===== src/include/ms7200_defs.svh =====
// Sizes, list lengths and bit positions for the MS7200 configuration sequencer
`ifndef MS7200_DEFS_SVH
`define MS7200_DEFS_SVH

// ----------------------------------------------------------
// Start-up wait
// ----------------------------------------------------------
`define MS_STARTUP_CYCLES 5000      // 5 ms at the 1 MHz clock
`define MS_STARTUP_W      13        // Holds the full wait count

// ----------------------------------------------------------
// Command lists
// ----------------------------------------------------------
`define MS_INIT_LEN  18             // Setup writes plus closing writes
`define MS_POLL_LEN  4              // Frequency byte reads
`define MS_RESET_LEN 7              // Receiver reset writes
`define MS_INDEX_W   5

// ----------------------------------------------------------
// I2C word and frequency reading
// ----------------------------------------------------------
`define MS_ADDR_W  16
`define MS_DATA_W  8
`define MS_FREQ_W  32

// Clock status field inside the frequency word
`define MS_LOCK_HI 25
`define MS_LOCK_LO 24

`endif


===== src/hdl/ms7200_pkg.sv =====
// Shared types for the MS7200 configuration sequencer
`include "ms7200_defs.svh"

package ms7200_pkg;

    // Sequencer states
    typedef enum logic [2:0] {
        SEQ_STARTUP,
        SEQ_INIT,
        SEQ_POLL,
        SEQ_DECIDE,
        SEQ_RESET
    } seq_state_t;

    // I2C operation, encoded as the read/write level
    typedef enum logic {
        OP_WRITE = 1'b0,
        OP_READ  = 1'b1
    } i2c_op_t;

    typedef logic [`MS_INDEX_W-1:0]            cmd_index_t;
    typedef logic [`MS_ADDR_W+`MS_DATA_W-1:0]  i2c_word_t;   // {addr, data}
    typedef logic [`MS_FREQ_W-1:0]             freq_word_t;

endpackage


===== src/hdl/cfg_sequencer.sv =====
// Sequencer FSM that walks the init, poll and receiver reset lists and issues I2C exec
`timescale 1ns/1ns
`include "ms7200_defs.svh"

module cfg_sequencer import ms7200_pkg::*; (
    input  logic       clk,
    input  logic       rstn_out,
    input  logic       start_pulse,
    input  logic       i2c_done,
    input  logic       freq_lock,
    output logic       i2c_exec,
    output seq_state_t cur_state,
    output cmd_index_t cur_index,
    output logic       byte_valid,
    output logic [1:0] byte_sel,
    output logic       poll_end,
    output logic       init_done
);

    seq_state_t state;
    cmd_index_t index;       // Next entry to issue
    seq_state_t act_state;   // List of the command in flight
    cmd_index_t act_index;   // Entry of the command in flight
    logic       act_last;
    logic       poll_last;

    function automatic cmd_index_t last_index(input seq_state_t s);
        case (s)
            SEQ_INIT:  return cmd_index_t'(`MS_INIT_LEN - 1);
            SEQ_RESET: return cmd_index_t'(`MS_RESET_LEN - 1);
            default:   return cmd_index_t'(`MS_POLL_LEN - 1);
        endcase
    endfunction

    assign act_last  = (act_index == last_index(act_state));
    assign poll_last = i2c_done && (act_state == SEQ_POLL) && act_last;

    assign byte_valid = i2c_done && (act_state == SEQ_POLL);
    assign byte_sel   = act_index[1:0];
    assign poll_end   = (state == SEQ_DECIDE);

    // The reset list is presented during the decide cycle so the command
    // table holds its first entry when the exec goes out
    assign cur_state = (poll_end && freq_lock) ? SEQ_RESET : state;
    assign cur_index = index;

    // ----------------------------------------------------------
    // State and list position
    // ----------------------------------------------------------
    always_ff @(posedge clk or negedge rstn_out) begin
        if (!rstn_out) begin
            state     <= SEQ_STARTUP;
            index     <= '0;
            act_state <= SEQ_STARTUP;
            act_index <= '0;
        end else begin
            if (i2c_exec) begin
                act_state <= state;
                act_index <= index;
                if (index == last_index(state)) begin
                    index <= '0;
                end else begin
                    index <= index + 1'b1;
                end
            end
            case (state)
                SEQ_STARTUP: begin
                    if (start_pulse) state <= SEQ_INIT;
                end
                SEQ_INIT, SEQ_RESET: begin
                    // Leave on the exec of the last entry
                    if (i2c_exec && (index == last_index(state))) state <= SEQ_POLL;
                end
                SEQ_POLL: begin
                    if (poll_last) state <= SEQ_DECIDE;   // Fourth byte is in
                end
                SEQ_DECIDE: begin
                    state <= freq_lock ? SEQ_RESET : SEQ_POLL;
                end
                default: state <= SEQ_STARTUP;
            endcase
        end
    end

    // ----------------------------------------------------------
    // Exec strobe
    // ----------------------------------------------------------
    always_ff @(posedge clk or negedge rstn_out) begin
        if (!rstn_out) begin
            i2c_exec <= 1'b0;
        end else begin
            i2c_exec <= ((state == SEQ_STARTUP) && start_pulse)
                        || poll_end
                        || (i2c_done && !poll_last);
        end
    end

    // Sticky until reset
    always_ff @(posedge clk or negedge rstn_out) begin
        if (!rstn_out) begin
            init_done <= 1'b0;
        end else if (i2c_done && (act_state == SEQ_RESET) && act_last) begin
            init_done <= 1'b1;
        end
    end

endmodule


===== src/hdl/cmd_table.sv =====
// Registered command ROM holding the init, poll and receiver reset lists
`timescale 1ns/1ns
`include "ms7200_defs.svh"

module cmd_table import ms7200_pkg::*; (
    input  logic       clk,
    input  logic       rstn_out,
    input  seq_state_t cur_state,
    input  cmd_index_t cur_index,
    output i2c_word_t  i2c_data,
    output logic       i2c_rh_wl
);

    i2c_word_t entry;
    i2c_op_t   op;

    assign op = (cur_state == SEQ_POLL || cur_state == SEQ_DECIDE) ? OP_READ : OP_WRITE;

    always_comb begin
        case (cur_state)
            SEQ_STARTUP, SEQ_INIT: begin
                case (cur_index)
                    5'd0:    entry = {16'h0003, 8'h5A};
                    5'd1:    entry = {16'h0204, 8'h02};
                    5'd2:    entry = {16'h0205, 8'h40};
                    5'd3:    entry = {16'h0004, 8'h01};
                    5'd4:    entry = {16'h0009, 8'h26};
                    5'd5:    entry = {16'h102E, 8'h01};
                    5'd6:    entry = {16'h1025, 8'hB0};
                    5'd7:    entry = {16'h102D, 8'h83};
                    5'd8:    entry = {16'h1000, 8'h20};
                    5'd9:    entry = {16'h100F, 8'h04};
                    5'd10:   entry = {16'h0003, 8'hC3};
                    5'd11:   entry = {16'h103B, 8'h02};
                    // Closing writes
                    5'd12:   entry = {16'h000C, 8'h00};
                    5'd13:   entry = {16'h000A, 8'h04};
                    5'd14:   entry = {16'h2000, 8'h0F};
                    5'd15:   entry = {16'h2001, 8'h00};
                    5'd16:   entry = {16'h2002, 8'h00};
                    5'd17:   entry = {16'h2003, 8'h01};
                    default: entry = {16'h0003, 8'h5A};
                endcase
            end
            SEQ_POLL, SEQ_DECIDE: begin
                case (cur_index)
                    5'd0:    entry = {16'h209C, 8'h00};   // Frequency byte 0
                    5'd1:    entry = {16'h209D, 8'h00};
                    5'd2:    entry = {16'h209E, 8'h00};
                    5'd3:    entry = {16'h209F, 8'h00};   // Holds clock status
                    default: entry = {16'h209C, 8'h00};
                endcase
            end
            default: begin
                // Receiver reset
                case (cur_index)
                    5'd0:    entry = {16'h1010, 8'h01};
                    5'd1:    entry = {16'h1024, 8'h00};
                    5'd2:    entry = {16'h0200, 8'h00};
                    5'd3:    entry = {16'h1024, 8'h70};
                    5'd4:    entry = {16'h0200, 8'h07};
                    5'd5:    entry = {16'h0215, 8'h01};
                    5'd6:    entry = {16'h0215, 8'h00};
                    default: entry = {16'h0003, 8'h5A};
                endcase
            end
        endcase
    end

    always_ff @(posedge clk or negedge rstn_out) begin
        if (!rstn_out) begin
            i2c_data  <= '0;
            i2c_rh_wl <= 1'b1;
        end else begin
            i2c_data  <= entry;
            i2c_rh_wl <= (op == OP_READ);
        end
    end

endmodule


===== src/hdl/freq_monitor.sv =====
// Frequency monitor that assembles the polled bytes and detects receiver clock arrival
`timescale 1ns/1ns
`include "ms7200_defs.svh"

module freq_monitor import ms7200_pkg::*; (
    input  logic                 clk,
    input  logic                 rstn_out,
    input  logic                 byte_valid,
    input  logic [1:0]           byte_sel,
    input  logic [`MS_DATA_W-1:0] rd_byte,
    input  logic                 poll_end,
    output logic                 freq_lock
);

    freq_word_t cur_word;    // Reading being assembled
    freq_word_t prev_word;   // Reading of the previous poll
    logic [1:0] cur_status;
    logic [1:0] prev_status;

    // ----------------------------------------------------------
    // Byte assembly
    // ----------------------------------------------------------
    always_ff @(posedge clk or negedge rstn_out) begin
        if (!rstn_out) begin
            cur_word <= '0;
        end else if (byte_valid) begin
            if (byte_sel == 2'd0) begin
                cur_word <= freq_word_t'(rd_byte);   // Low lane starts a new word
            end else begin
                cur_word[byte_sel*`MS_DATA_W +: `MS_DATA_W] <= rd_byte;
            end
        end
    end

    // ----------------------------------------------------------
    // Previous reading
    // ----------------------------------------------------------
    always_ff @(posedge clk or negedge rstn_out) begin
        if (!rstn_out) begin
            prev_word <= '0;
        end else if (poll_end) begin
            // After a detection the next arrival must again start from 00
            if (freq_lock) begin
                prev_word <= '0;
            end else begin
                prev_word <= cur_word;
            end
        end
    end

    assign cur_status  = cur_word[`MS_LOCK_HI:`MS_LOCK_LO];
    assign prev_status = prev_word[`MS_LOCK_HI:`MS_LOCK_LO];

    // Clock absent before, present now
    assign freq_lock = (prev_status == 2'b00) && (cur_status == 2'b10);

endmodule


===== src/hdl/ms7200_cfg_top.sv =====
// Top level of the MS7200 power-up configuration sequencer
`timescale 1ns/1ns
`include "ms7200_defs.svh"

module ms7200_cfg_top import ms7200_pkg::*; (
    input  logic                  clk,
    input  logic                  rstn_out,
    input  logic                  i2c_done,
    input  logic [`MS_DATA_W-1:0] i2c_data_r,
    output logic                  i2c_exec,
    output i2c_word_t             i2c_data,
    output logic                  i2c_rh_wl,
    output logic                  init_done
);

    logic       start_pulse;
    seq_state_t cur_state;
    cmd_index_t cur_index;
    logic       byte_valid;
    logic [1:0] byte_sel;
    logic       poll_end;
    logic       freq_lock;

    startup_timer u_startup_timer (
        .clk         (clk),
        .rstn_out    (rstn_out),
        .start_pulse (start_pulse)
    );

    freq_monitor u_freq_monitor (
        .clk        (clk),
        .rstn_out   (rstn_out),
        .byte_valid (byte_valid),
        .byte_sel   (byte_sel),
        .rd_byte    (i2c_data_r),
        .poll_end   (poll_end),
        .freq_lock  (freq_lock)
    );

    cfg_sequencer u_cfg_sequencer (
        .clk         (clk),
        .rstn_out    (rstn_out),
        .start_pulse (start_pulse),
        .i2c_done    (i2c_done),
        .freq_lock   (freq_lock),
        .i2c_exec    (i2c_exec),
        .cur_state   (cur_state),
        .cur_index   (cur_index),
        .byte_valid  (byte_valid),
        .byte_sel    (byte_sel),
        .poll_end    (poll_end),
        .init_done   (init_done)
    );

    cmd_table u_cmd_table (
        .clk       (clk),
        .rstn_out  (rstn_out),
        .cur_state (cur_state),
        .cur_index (cur_index),
        .i2c_data  (i2c_data),
        .i2c_rh_wl (i2c_rh_wl)
    );

endmodule


===== src/hdl/startup_timer.sv =====
// Start-up timer that pulses once when the power-up wait after reset ends
`timescale 1ns/1ns
`include "ms7200_defs.svh"

module startup_timer (
    input  logic clk,
    input  logic rstn_out,
    output logic start_pulse
);

    logic [`MS_STARTUP_W-1:0] wait_cnt;

    // Saturates at the end of the wait
    always_ff @(posedge clk or negedge rstn_out) begin
        if (!rstn_out) begin
            wait_cnt <= '0;
        end else if (wait_cnt != `MS_STARTUP_W'(`MS_STARTUP_CYCLES)) begin
            wait_cnt <= wait_cnt + 1'b1;
        end
    end

    // Single pulse on the last count, idle afterwards
    always_ff @(posedge clk or negedge rstn_out) begin
        if (!rstn_out) begin
            start_pulse <= 1'b0;
        end else begin
            start_pulse <= (wait_cnt == `MS_STARTUP_W'(`MS_STARTUP_CYCLES - 1));
        end
    end

endmodule


===== config.mk =====
export PLATFORM = sky130hd
export DESIGN_NAME = ms7200_cfg_top
export DESIGN_NICKNAME = d
export VERILOG_FILES = /design/src/hdl/ms7200_pkg.sv /design/src/hdl/cfg_sequencer.sv /design/src/hdl/cmd_table.sv /design/src/hdl/freq_monitor.sv /design/src/hdl/ms7200_cfg_top.sv /design/src/hdl/startup_timer.sv
export VERILOG_INCLUDE_DIRS = /design/src /design/src/include
export SDC_FILE = /design/constraint.sdc
export NUM_CORES = 1
export LEC_CHECK = 0
export BUFFER_PORTS_ARGS = -buffer_cell sky130_fd_sc_hd__buf_2
export CORE_MARGIN = 2
export CORE_UTILIZATION = 53
export DETAILED_ROUTE_END_ITERATION = 16
export PLACE_DENSITY_LB_ADDON = 0.05
export SKIP_CTS_REPAIR_TIMING = 1
export SLEW_MARGIN = 0
export SYNTH_ARGS = -nofsm -noshare
export SYNTH_HDL_FRONTEND = slang
export SYNTH_HIERARCHICAL = 1
export SYNTH_SLANG_ARGS = --single-unit

===== constraint.sdc =====
create_clock -name clk -period 2.05 [get_ports clk]
set_input_delay 0.1025 -clock clk [delete_from_list [all_inputs] [get_ports clk]]
set_output_delay 0.1025 -clock clk [all_outputs]
set_load 0.01 [all_outputs]

# After elaboration in Yosys (flattened, before gate mapping)
# Memories as Yosys holds them, arrays and structs flattened.
# Index checks and enable logic that the tools add are counted.
# op_classes
add_sub_neg	3
n_eq_ne	25
shifts	2
mux	18
n_reduce_logical	22
# ops
operator	n
case mux 21 bit (7 select lines)	1
case mux 24 bit (2 select lines)	1
negator 5 -> 34 bit	1
variable shift 8 x 34 -> 32 bit (first input constant)	1
variable part select 8 x 34 -> 32 bit	1
bitwise mux 32 bit	1
two-way mux 32 bit	1
case mux 10 bit (3 select lines)	1
two-way mux 26 bit	1
case mux 5 bit (2 select lines)	2
equality test 3 x 2 -> 1 bit (second input constant)	5
equality test 5 x 3 -> 1 bit (second input constant)	3
equality test 5 bit	3
two-way mux 3 bit	5
two-way mux 5 bit	3
adder 13 x 1 -> 13 bit (second input constant)	1
equality test 13 bit (second input constant)	1
!= test 13 bit (second input constant)	1
case mux 3 bit (4 select lines)	1
equality test 5 x 2 -> 1 bit (second input constant)	2
equality test 3 x 1 -> 1 bit (second input constant)	3
logical AND 1 bit	9
equality test 3 bit (second input constant)	2
zero test 3 bit	2
12 further kinds	18
# totals
regBits	115
romBits	544
input_bits	11
out_inout_bits	27
wordCells	83
memories	1
# mem_list
name	depth	word_bits	read_ports	rd_clocked_by_memory_dff	wr	line_no	rtl
(no name shown)	32	17	1	0	0	cmd_table.sv:22	case (cur_index)

# Depth between registers and ports, before layout
# Gate-level depths: netlist of the first run.
# depth
depth_word	7
mapped_depth	8
mapped_depth_nobuf	7

# Cells and area by module
# The synthesis of the first run kept the hierarchy.
# modules_own_cells
module	n_inst	cells_each	area_per_inst_um2	seq_area_each_um2
cmd_table	1	149	1303.8	476.7
cfg_sequencer	1	102	1006.0	450.4
startup_timer	1	57	663.1	350.3
freq_monitor	1	20	229.0	100.1

# Worst setup path after synthesis of the first run
# Ideal clock, no wire load.
# synth_timing
path_type	flip-flop to flip-flop
start	register u_cfg_sequencer.index[1] (netlist: u_cfg_sequencer/cur_index[1])
end	register u_cmd_table.i2c_data[10]
setup_ns	0.126
t_arrival_ns	1.775
required_time_ns	1.924
setup_slack_ns	0.149
stages_incl_launch_ff	9
path_buffers	2
synth_period_minus_slack_ns	1.901
path_cell_list	dfrtp_1 buf_2 inv_1 ha_1 buf_2 mux2_2 nand2_1 o21ai_0 a221o_1
# synth_via
elab_chain_len	3
elab_cells_between_ends	10
classes_between	eq/ne (6); mux (2); reduce/logical (1); memory (1)
# synth_lines
item	line_no	rtl
from (decl)	cfg_sequencer.sv:21	cmd_index_t index;
from (signal assigned)	cfg_sequencer.sv:63	index <= index + 1'b1;
branches (longest 2 deep; another with memory (32 x 17 bit))	--	
case mux 24 bit (2 select lines) (*)	cmd_table.sv:20	case (cur_state)
named net u_cmd_table.entry[10]	cmd_table.sv:14	i2c_word_t entry;
to (signal assigned)	cmd_table.sv:75	i2c_data <= entry;
to (decl)	cmd_table.sv:10	output i2c_word_t i2c_data,
# Mark *: on every way through the listed nets, which the timed path passes.
# A chain may end at the register's enable or synchronous reset.

# Worst setup path in the final report of the first run
# layout_timing
start	register u_cfg_sequencer.index[0] (netlist: u_cfg_sequencer/cur_index[0])
end	register u_cmd_table.i2c_data[6]
# The elaborated chain is that of the path after synthesis.

==> metrics.txt, run 1 <==
clock buffer depth=2; PnR Total Power=3.32 mW; status=complete, no violations; area delta synth->final=11.4%; Max Cap Viol=0; clock latency on the worst-skew pair=0.31 ns; first-pass GRT wire length=10.4 mm; Worst VDD drop=0.000458 V; placed cell area=0.00344 mm²; CTS buffer count=5; CTS Sinks=55; clk root buf=clkbuf_8; DPL Wire Length=4.50 mm; M1 GR Usage=28.0%; crit path launch=u_cfg_sequencer/cur_index[0]; data required time of the critical path=2.27 ns; final net count=385; DRT antenna net count=0; Buffers on Ports=25; syn avg cell area=9.79 µm²; CP max FO=8; Core ar.=0.00589 mm²; GRT Overall Usage=20.4%; Die H=81.6 µm; GR Util met2=32.5%; Worst EP arrival=2.12 ns; Final period util=92.7%; Place WS=0.182 ns; Setup crit end kind=flop; maximum clock rate=0.526 GHz; setup violators final=0; GRT Max-Usage Layer=met2; unrepaired setup endpoints after global routing=no; DRC viols=0; HP Class=input pin to flop; P per Cell Area=935 mW/mm²; dpl cells=429; RePlAce Congestion=0.873; Max-slew headroom=65.1%; DR vias=2389; Initial DRT Pass Iterations=4; post-route insts no fill=437; count of final hold-check violations=0; critical path launch point type=flop; post-layout util=60.4%; Rows=28; Post-Synthesis Cell Area=0.00319 mm²; initial antenna violation count=0; Final Critical Period=1.90 ns; largest net degree at the start of global routing=56; CTS tree=done; final wirelength=6.30 mm; final instance area=0.00356 mm²; HP Start=i2c_data_r[1]; Slew @ Worst Pin=0.523 ns; Remaining Overflow, GRT=0; clock skew=0.00891 ns; Die Width=81.6 µm; vias in the first global route=2202; Final WS setup=0.150 ns; reg2reg start=u_cfg_sequencer/cur_index[0]; wire length per cell=14.4 µm; GR Layer Usage met3=3.74%; Initial DRC Count=104; slowest cell delay on critical path=0.49 ns; Worst-path clk slew=0.09 ns; depth of the CTS H-tree=2; layout cells sized above 1=19.6%; full die area=0.00666 mm²; standby leakage power=1.61 nW; Setup TNS Final=0 ns; Crit Path Category=flop to flop; Starting Density=54.2%; worst hold slack=0.0600 ns; CP max-delay cell=dfrtp_1; I/O pin cnt=38; critical path cell sequence=inv_1, ha_1, or2_2, a22oi_1, nand3_2, o211ai_1; ant diodes=0; Yosys Warn Count=6; Vias/cell=5.47; Post-Syn Instances=326; max-slew violations=0
==> worst max-delay path: cells and delay by family (launching register included) <==
| family | cells | cell delay [ns] |
|---|---|---|
| compound gates | 2 | 0.41 |
| fa+ha+maj | 1 | 0.26 |
| buf+inv | 1 | 0.18 |
| flops | 1 | 0.49 |
| simple gates | 2 | 0.47 |
==> flip-flops by register name (all words and copies together), names as in the netlist <==
| register | cells |
|---|---|
| u_cfg_sequencer/state | 3 |
| u_startup_timer/wait_cnt | 13 |
| u_startup_timer/start_pulse | 1 |
| u_freq_monitor/cur_word | 2 |
| u_cfg_sequencer/cur_index | 5 |
| u_cfg_sequencer/i2c_exec | 1 |
| u_cfg_sequencer/act_index | 5 |
| u_freq_monitor/prev_word | 2 |
| u_cfg_sequencer/init_done | 1 |
| u_cfg_sequencer/act_state | 3 |
| u_cmd_table/i2c_rh_wl | 1 |
| u_cmd_table/i2c_data | 18 |
==> routing by layer <==
metal  routed length [µm]  part of all wire, %  up-vias
met4                   73                  1.2        0
met1                 3090                   49     1128
met3                  239                  3.8        7
met5                    0                    0        -
li1                     -                    -     1207
met2                 2910                   46       47
==> placed cells by master (no fill, tap or decap), types with 3 or more instances in the layout <==
cell type	instances
o21ai_1	5
a22oi_1	3
xnor2_1	7
buf_4	19
nor3_1	8
mux2i_1	7
inv_1	20
nand3_1	12
o21ai_0	14
nand2b_1	8
a31oi_1	3
nand3b_1	6
a21oi_1	17
o31ai_1	5
ha_1	12
nand2_1	19
mux2_2	8
nor2b_1	10
o211ai_1	5
buf_2	25
xor2_1	7
dfrtp_1	54
o2bb2ai_1	4
nor4_1	6
a21boi_0	4
nor2_1	21
conb_1	6
clkbuf_8	5
==> cell type report <==
| class | instances | area, µm² |
|---|---|---|
| clock buffer | 6 | 72.6 |
| sequential | 55 | 1380 |
| multi-input combinational | 234 | 1610 |
| timing repair buffer | 46 | 298 |
| fill | 536 | 2330 |
| tap | 75 | 93.8 |
| clock inverter | 1 | 30.0 |
| inverter | 20 | 75.1 |
==> power by group <==
part	total, mW	leakage (nW)	switching [mW]	internal, mW
Clock	0.688	0.0513	0.330	0.358
Sequential	1.32	0.698	0.101	1.22
Combinational	1.32	0.864	0.764	0.552
Total	3.32	1.61	1.19	2.13
==> path summary, 6_finish.rpt <==
kind                                               end  slack, ns  cells past startpoint
min in group asynchronous      u_cmd_table/i2c_data[6]       0.32                      3
setup / recovery               u_cmd_table/i2c_data[6]       0.15                      6
hold / removal             u_freq_monitor/cur_word[25]       0.06                      3
max in group asynchronous        u_cmd_table/i2c_rh_wl       1.45                      3
setup reg to reg               u_cmd_table/i2c_data[6]       0.15                      6
hold reg to reg              u_cfg_sequencer/init_done       0.47                      1
Note: power is estimated with default switching activity, not from simulation.
==> run 2, diff against run 1 <==
--- a/config.mk
+++ b/config.mk
@@ -11,6 +11,8 @@
 export CORE_UTILIZATION = 53
 export DETAILED_ROUTE_END_ITERATION = 16
 export PLACE_DENSITY_LB_ADDON = 0.05
+export RECOVER_POWER = 50
+export SETUP_SLACK_MARGIN = 0.4
 export SKIP_CTS_REPAIR_TIMING = 1
 export SLEW_MARGIN = 0
 export SYNTH_ARGS = -nofsm -noshare
==> metrics.txt, run 2 (synthesis gave the netlist of run 1 again) <==
status=complete, no violations (unchanged); Die Width=81.6 µm (unchanged); worst hold slack=0.0643 ns (was 0.0600 ns); clk root buf=clkbuf_8 (unchanged); setup violators final=0 (unchanged); internal power=2.25 mW (was 2.13 mW); Final Critical Period=1.76 ns (was 1.90 ns); most frequent cells in the layout=dfrtp_1, buf_4, nor2_1, inv_1, nand2_1 (was dfrtp_1, buf_2, nor2_1, inv_1); critical path launch point type=flop (unchanged); full die area=0.00666 mm² (unchanged); Rows=28 (unchanged); ant diodes=0 (unchanged); I/O pin cnt=38 (unchanged); Max Cap Viol=0 (unchanged); Worst VDD drop=0.000497 V (was 0.000458 V); P per Cell Area=923 mW/mm² (was 935 mW/mm²); max-slew violations=0 (unchanged); Clock Power Share=19.7% (was 20.7%); GRT Overall Usage=20.7% (was 20.4%); CTS tree=done (unchanged); clock latency on the worst-skew pair=0.31 ns (about the same); dpl cells=426 (was 429); Worst EP arrival=1.94 ns (was 2.12 ns); DRC viols=0 (unchanged); unrepaired setup endpoints after global routing=yes (was no); DPL Wire Length=4.65 mm (was 4.50 mm); depth of the CTS H-tree=2 (unchanged); sw power=1.33 mW (was 1.19 mW); clock buffer depth=2 (unchanged); layout cells sized above 1=28.9% (was 19.6%); clock skew=0.0110 ns (was 0.00891 ns); Final period util=85.7% (was 92.7%); Remaining Overflow, GRT=0 (unchanged); DR vias=2546 (was 2389); Core ar.=0.00589 mm² (unchanged); max reg flops=18 (unchanged); HP Class=input pin to flop (unchanged); CTS Sinks=55 (unchanged); Top Layer Used=met4 (unchanged); final instance area=0.00389 mm² (was 0.00356 mm²); DRT antenna net count=0 (unchanged); CTS buffer count=5 (unchanged); Crit Path Category=flop to flop (unchanged); post-route insts no fill=456 (was 437); routed wl met2=3.28 mm (was 2.91 mm); Vias/cell=5.58 (was 5.47); standby leakage power=1.69 nW (was 1.61 nW); count of final hold-check violations=0 (unchanged); top flop regs=u_cmd_table/i2c_data (18), u_startup_timer/wait_cnt (13) (unchanged); Die H=81.6 µm (unchanged); Reg with most FFs=u_cmd_table/i2c_data (unchanged); vias in the first global route=2243 (was 2202); Initial DRT Pass Iterations=4 (unchanged); WL met3=262 µm (was 239 µm); DRT met1 WL=3.13 mm (was 3.09 mm); Setup crit end kind=flop (unchanged); Setup TNS Final=0 ns (unchanged); final net count=403 (was 385); Buffers on Ports=25 (unchanged); data required time of the critical path=2.23 ns (was 2.27 ns); Initial DRC Count=126 (was 104); post-layout util=66.1% (was 60.4%); area delta synth->final=21.8% (was 11.4%); final wirelength=6.75 mm (was 6.30 mm); Flop pwr share=38.9% (was 39.7%); Starting Density=54.2% (unchanged); RePlAce Congestion=0.901 (was 0.873); Max-slew headroom=20.8% (was 65.1%); initial antenna violation count=0 (unchanged); maximum clock rate=0.570 GHz (was 0.526 GHz); largest net degree at the start of global routing=33 (was 56); Slew @ Worst Pin=1.19 ns (was 0.523 ns); wire length per cell=14.8 µm (was 14.4 µm); CP max FO=6 (was 8); first-pass GRT wire length=10.8 mm (was 10.4 mm); most common cell after layout, fill and taps aside=dfrtp_1 (unchanged); combinational fraction of design power=41.4% (was 39.6%); placed cell area=0.00345 mm² (was 0.00344 mm²); switching share of power=37.1% (was 35.9%); Worst-path clk slew=0.10 ns (was 0.09 ns)
==> run 2: changes by cell type in the layout (fill, tap and decap cells not counted), sizes merged <==
cell and delta:
clkbuf +14, inv -1, buf +5, clkinv +1
==> run 2: cell type report <==
| cell class | instances | area (µm²) |
|---|---|---|
| repair buffers | 64 | 413 |
| clock inverters | 1 | 30.0 |
| inverters | 20 | 85.1 |
| flip-flops and latches | 55 | 1380 |
| fillers | 506 | 2000 |
| multi-input cells | 234 | 1810 |
| well taps | 75 | 93.8 |
| clock buffers | 7 | 76.3 |
==> run 2: routing by layer <==
metal | track usage (%) | up-vias
met5 | 0 | -
met4 | 5.67 | 0
met3 | 3.85 | 6
met2 | 31.8 | 66
met1 | 29.9 | 1219
li1 | - | 1255
==> run 2: through the flow <==
step | setup slack [ns] | total power [mW]
after floorplan | 0.365 | 2.36
after global placement | 0.224 | 2.65
after detailed placement | 0.196 | 2.66
after CTS | 0.183 | 3.37
after global routing | 0.205 | 3.84
final | 0.294 | 3.59
==> run 2: path summary, 6_finish.rpt <==
check                                                  start                      endpoint  slack, ns  cells after the start
worst max-delay path            u_freq_monitor/prev_word[24]       u_cmd_table/i2c_data[0]       0.29                      8
worst min-delay path                                i2c_done      u_cfg_sequencer/i2c_exec       0.06                      3
worst max register to register  u_freq_monitor/prev_word[24]       u_cmd_table/i2c_data[0]       0.29                      8
worst min register to register  u_startup_timer/wait_cnt[12]  u_startup_timer/wait_cnt[12]       0.48                      1
max in group asynchronous                           rstn_out       u_cmd_table/i2c_data[8]       0.68                      3
min in group asynchronous                           rstn_out       u_cmd_table/i2c_data[2]       0.50                      3
==> run 2: worst max-delay path: stages, from the launching register on <==
cell     delay [ns]
dfrtp_1        0.43
nor4b_4        0.33
inv_1          0.11
o21ai_2        0.15
buf_6          0.14
buf_4          0.12
nor2_4         0.05
a41oi_1        0.21
o21ai_1        0.12
==> run 2: power by group through the flow <==
stage	clock (mW)	sequential, mW	combinational (mW)
2_1_floorplan	0	1.39	0.968
3_3_place_gp	0	1.40	1.25
3_5_place_dp	0	1.41	1.25
4_1_cts	0.728	1.39	1.25
5_1_grt	0.780	1.42	1.63
6_report	0.708	1.39	1.49
==> run 3, diff against run 2 <==
--- a/config.mk
+++ b/config.mk
@@ -6,6 +6,7 @@
 export SDC_FILE = /design/constraint.sdc
 export NUM_CORES = 1
 export LEC_CHECK = 0
+export ABC_AREA = 1
 export BUFFER_PORTS_ARGS = -buffer_cell sky130_fd_sc_hd__buf_2
 export CORE_MARGIN = 2
 export CORE_UTILIZATION = 53
==> metrics.txt, run 3 <==
Worst EP arrival=1.85 ns (was 1.94 ns); Worst-path clk slew=0.10 ns (about the same); depth of the CTS H-tree=2 (unchanged); CTS Sinks=55 (unchanged); Core ar.=0.00596 mm² (was 0.00589 mm²); Reg with most FFs=u_cmd_table/i2c_data (unchanged); setup violators final=0 (unchanged); sw power=1.79 mW (was 1.33 mW); max reg flops=18 (unchanged); layout cells sized above 1=19.8% (was 28.9%); DRC viols=0 (unchanged); DPL Wire Length=4.91 mm (was 4.65 mm); clk root buf=clkbuf_8 (unchanged); reg2reg start=u_cfg_sequencer/state[1] (was u_freq_monitor/prev_word[24]); Post-Syn Instances=424 (was 326); syn avg cell area=7.76 µm² (was 9.79 µm²); Post-Synthesis Cell Area=0.00329 mm² (was 0.00319 mm²); max-slew violations=0 (unchanged); critical path launch point type=flop (unchanged); CP max FO=5 (was 6); clock buffer depth=2 (unchanged); Die Width=82.8 µm (was 81.6 µm); Worst VDD drop=0.000586 V (was 0.000497 V); Die H=82.8 µm (was 81.6 µm); Remaining Overflow, GRT=0 (unchanged); DRT antenna net count=0 (unchanged); post-route insts no fill=535 (was 456); PnR Total Power=4.18 mW (was 3.59 mW); final net count=482 (was 403); internal power=2.39 mW (was 2.25 mW); Final Critical Period=1.61 ns (was 1.76 ns); Buffers on Ports=25 (unchanged); Slew @ Worst Pin=1.38 ns (was 1.19 ns); Starting Density=55.3% (was 54.2%); top flop regs=u_cmd_table/i2c_data (18), u_startup_timer/wait_cnt (13) (unchanged); R2R Setup Slk=0.44 ns (was 0.29 ns); ant diodes=0 (unchanged); Flop pwr share=37.4% (was 38.9%); Initial DRC Count=263 (was 126); maximum clock rate=0.621 GHz (was 0.570 GHz); switching share of power=42.8% (was 37.1%); Max-slew headroom=8.08% (was 20.8%); area delta synth->final=11.7% (was 21.8%); unrepaired setup endpoints after global routing=yes (unchanged); clock latency on the worst-skew pair=0.31 ns (about the same); r2r endpoint=u_cmd_table/i2c_data[3] (was u_cmd_table/i2c_data[0]); CTS buffer count=5 (unchanged); Yosys Warn Count=6 (unchanged); worst hold slack=0.0560 ns (was 0.0643 ns); data required time of the critical path=2.29 ns (was 2.23 ns); HP Class=input pin to flop (unchanged); Setup TNS Final=0 ns (unchanged); most common cell after layout, fill and taps aside=nand2_1 (was dfrtp_1); Final period util=78.6% (was 85.7%); status=complete, no violations (unchanged); CP dominant cell by count=inv_2; Max Cap Viol=0 (unchanged); GRT Overall Usage=20.3% (was 20.7%); wire length per cell=12.8 µm (was 14.8 µm); initial antenna violation count=0 (unchanged); critical path cell sequence=inv_2, nor3_4, nand2_2, inv_2, nor2_4, nor2_4, inv_2, nor2_4, inv_2, o21ai_2 (was nor4b_4, inv_1, o21ai_2, buf_6, buf_4, nor2_4, a41oi_1, o21ai_1); largest net degree at the start of global routing=27 (was 33); Initial DRT Pass Iterations=4 (unchanged); slowest cell delay on critical path=0.44 ns (was 0.43 ns); Crit Path Category=flop to flop (unchanged); dpl cells=519 (was 426); vias in the first global route=2604 (was 2243); Rows=28 (unchanged); Clock Power Share=17.4% (was 19.7%); CP max-delay cell=dfrtp_1 (unchanged); Vias/cell=5.19 (was 5.58); CTS tree=done (unchanged); DR vias=2775 (was 2546); I/O pin cnt=38 (unchanged); count of final hold-check violations=0 (unchanged); Critical Path End=u_cmd_table/i2c_data[3] (was u_cmd_table/i2c_data[0]); first-pass GRT wire length=11.7 mm (was 10.8 mm); full die area=0.00686 mm² (was 0.00666 mm²); cell count of the worst reg-to-reg path=10 (was 8); final wirelength=6.83 mm (was 6.75 mm); standby leakage power=1.84 nW (was 1.69 nW); P per Cell Area=1140 mW/mm² (was 923 mW/mm²); most frequent cells in the layout=nand2_1, dfrtp_1, inv_1, nor2_1, nand3_1 (was dfrtp_1, buf_4, nor2_1, inv_1, nand2_1); RePlAce Congestion=0.847 (was 0.901); combinational fraction of design power=45.2% (was 41.4%); clock skew=0.00882 ns (was 0.0110 ns); Setup crit end kind=flop (unchanged); crit path launch=u_cfg_sequencer/state[1] (was u_freq_monitor/prev_word[24])
run 3: how the worst min path moves through the flow:
stage                         from                      endpoint  slack, ns  depth (start not counted)
after floorplan           rstn_out  u_cfg_sequencer/act_index[0]      -0.19                          0
after global placement    rstn_out      u_cmd_table/i2c_data[15]       0.12                          1
after detailed placement  rstn_out  u_cfg_sequencer/act_index[0]       0.13                          1
after CTS                 rstn_out  u_cfg_sequencer/act_index[0]      -0.22                          1
after global routing      i2c_done     u_cfg_sequencer/init_done       0.05                          2
final                     i2c_done     u_cfg_sequencer/init_done       0.06                          2
run 3: metal layers:
metal | up-vias | track usage, % | part of all wire, %
met2 | 76 | 32.6 | 46
met1 | 1281 | 27.7 | 47
met3 | 14 | 3.98 | 5.1
met4 | 0 | 6.56 | 1.6
met5 | - | 0 | 0
li1 | 1404 | - | -
run 3: stage by stage:
| step | setup slack [ns] | instance area, µm² | util [%] |
|---|---|---|---|
| 4_1_cts | 0.178 | 3570 | 59.9 |
| 2_1_floorplan | 0.487 | 3310 | - |
| 3_3_place_gp | 0.251 | 3450 | 58.0 |
| 5_1_grt | 0.186 | 3680 | 61.7 |
| 3_5_place_dp | 0.211 | 3450 | 58.0 |
| 6_report | 0.439 | 3680 | 61.7 |
run 3: cell type report:
| class | instances | area (µm²) |
|---|---|---|
| sequential | 55 | 1380 |
| multi-input combinational | 300 | 1650 |
| clock buffer | 5 | 68.8 |
| tap | 75 | 93.8 |
| clock inverter | 3 | 43.8 |
| fill | 569 | 2280 |
| timing repair buffer | 41 | 223 |
| inverter | 56 | 214 |
run 3: power groups by stage:
stage / Sequential (mW) / Combinational [mW] / Clock [mW]
after CTS: 1.55 / 1.79 / 0.758
after global placement: 1.56 / 1.77 / 0
after detailed placement: 1.57 / 1.78 / 0
final: 1.56 / 1.89 / 0.726
after global routing: 1.60 / 2.12 / 0.800
after floorplan: 1.56 / 1.34 / 0
run 3: critical path, delay by kind of cell, from the launching register on:
kind            cells  cell delay, ns
flops               1            0.44
simple gates        5            0.65
buf+inv             4            0.30
compound gates      1            0.13
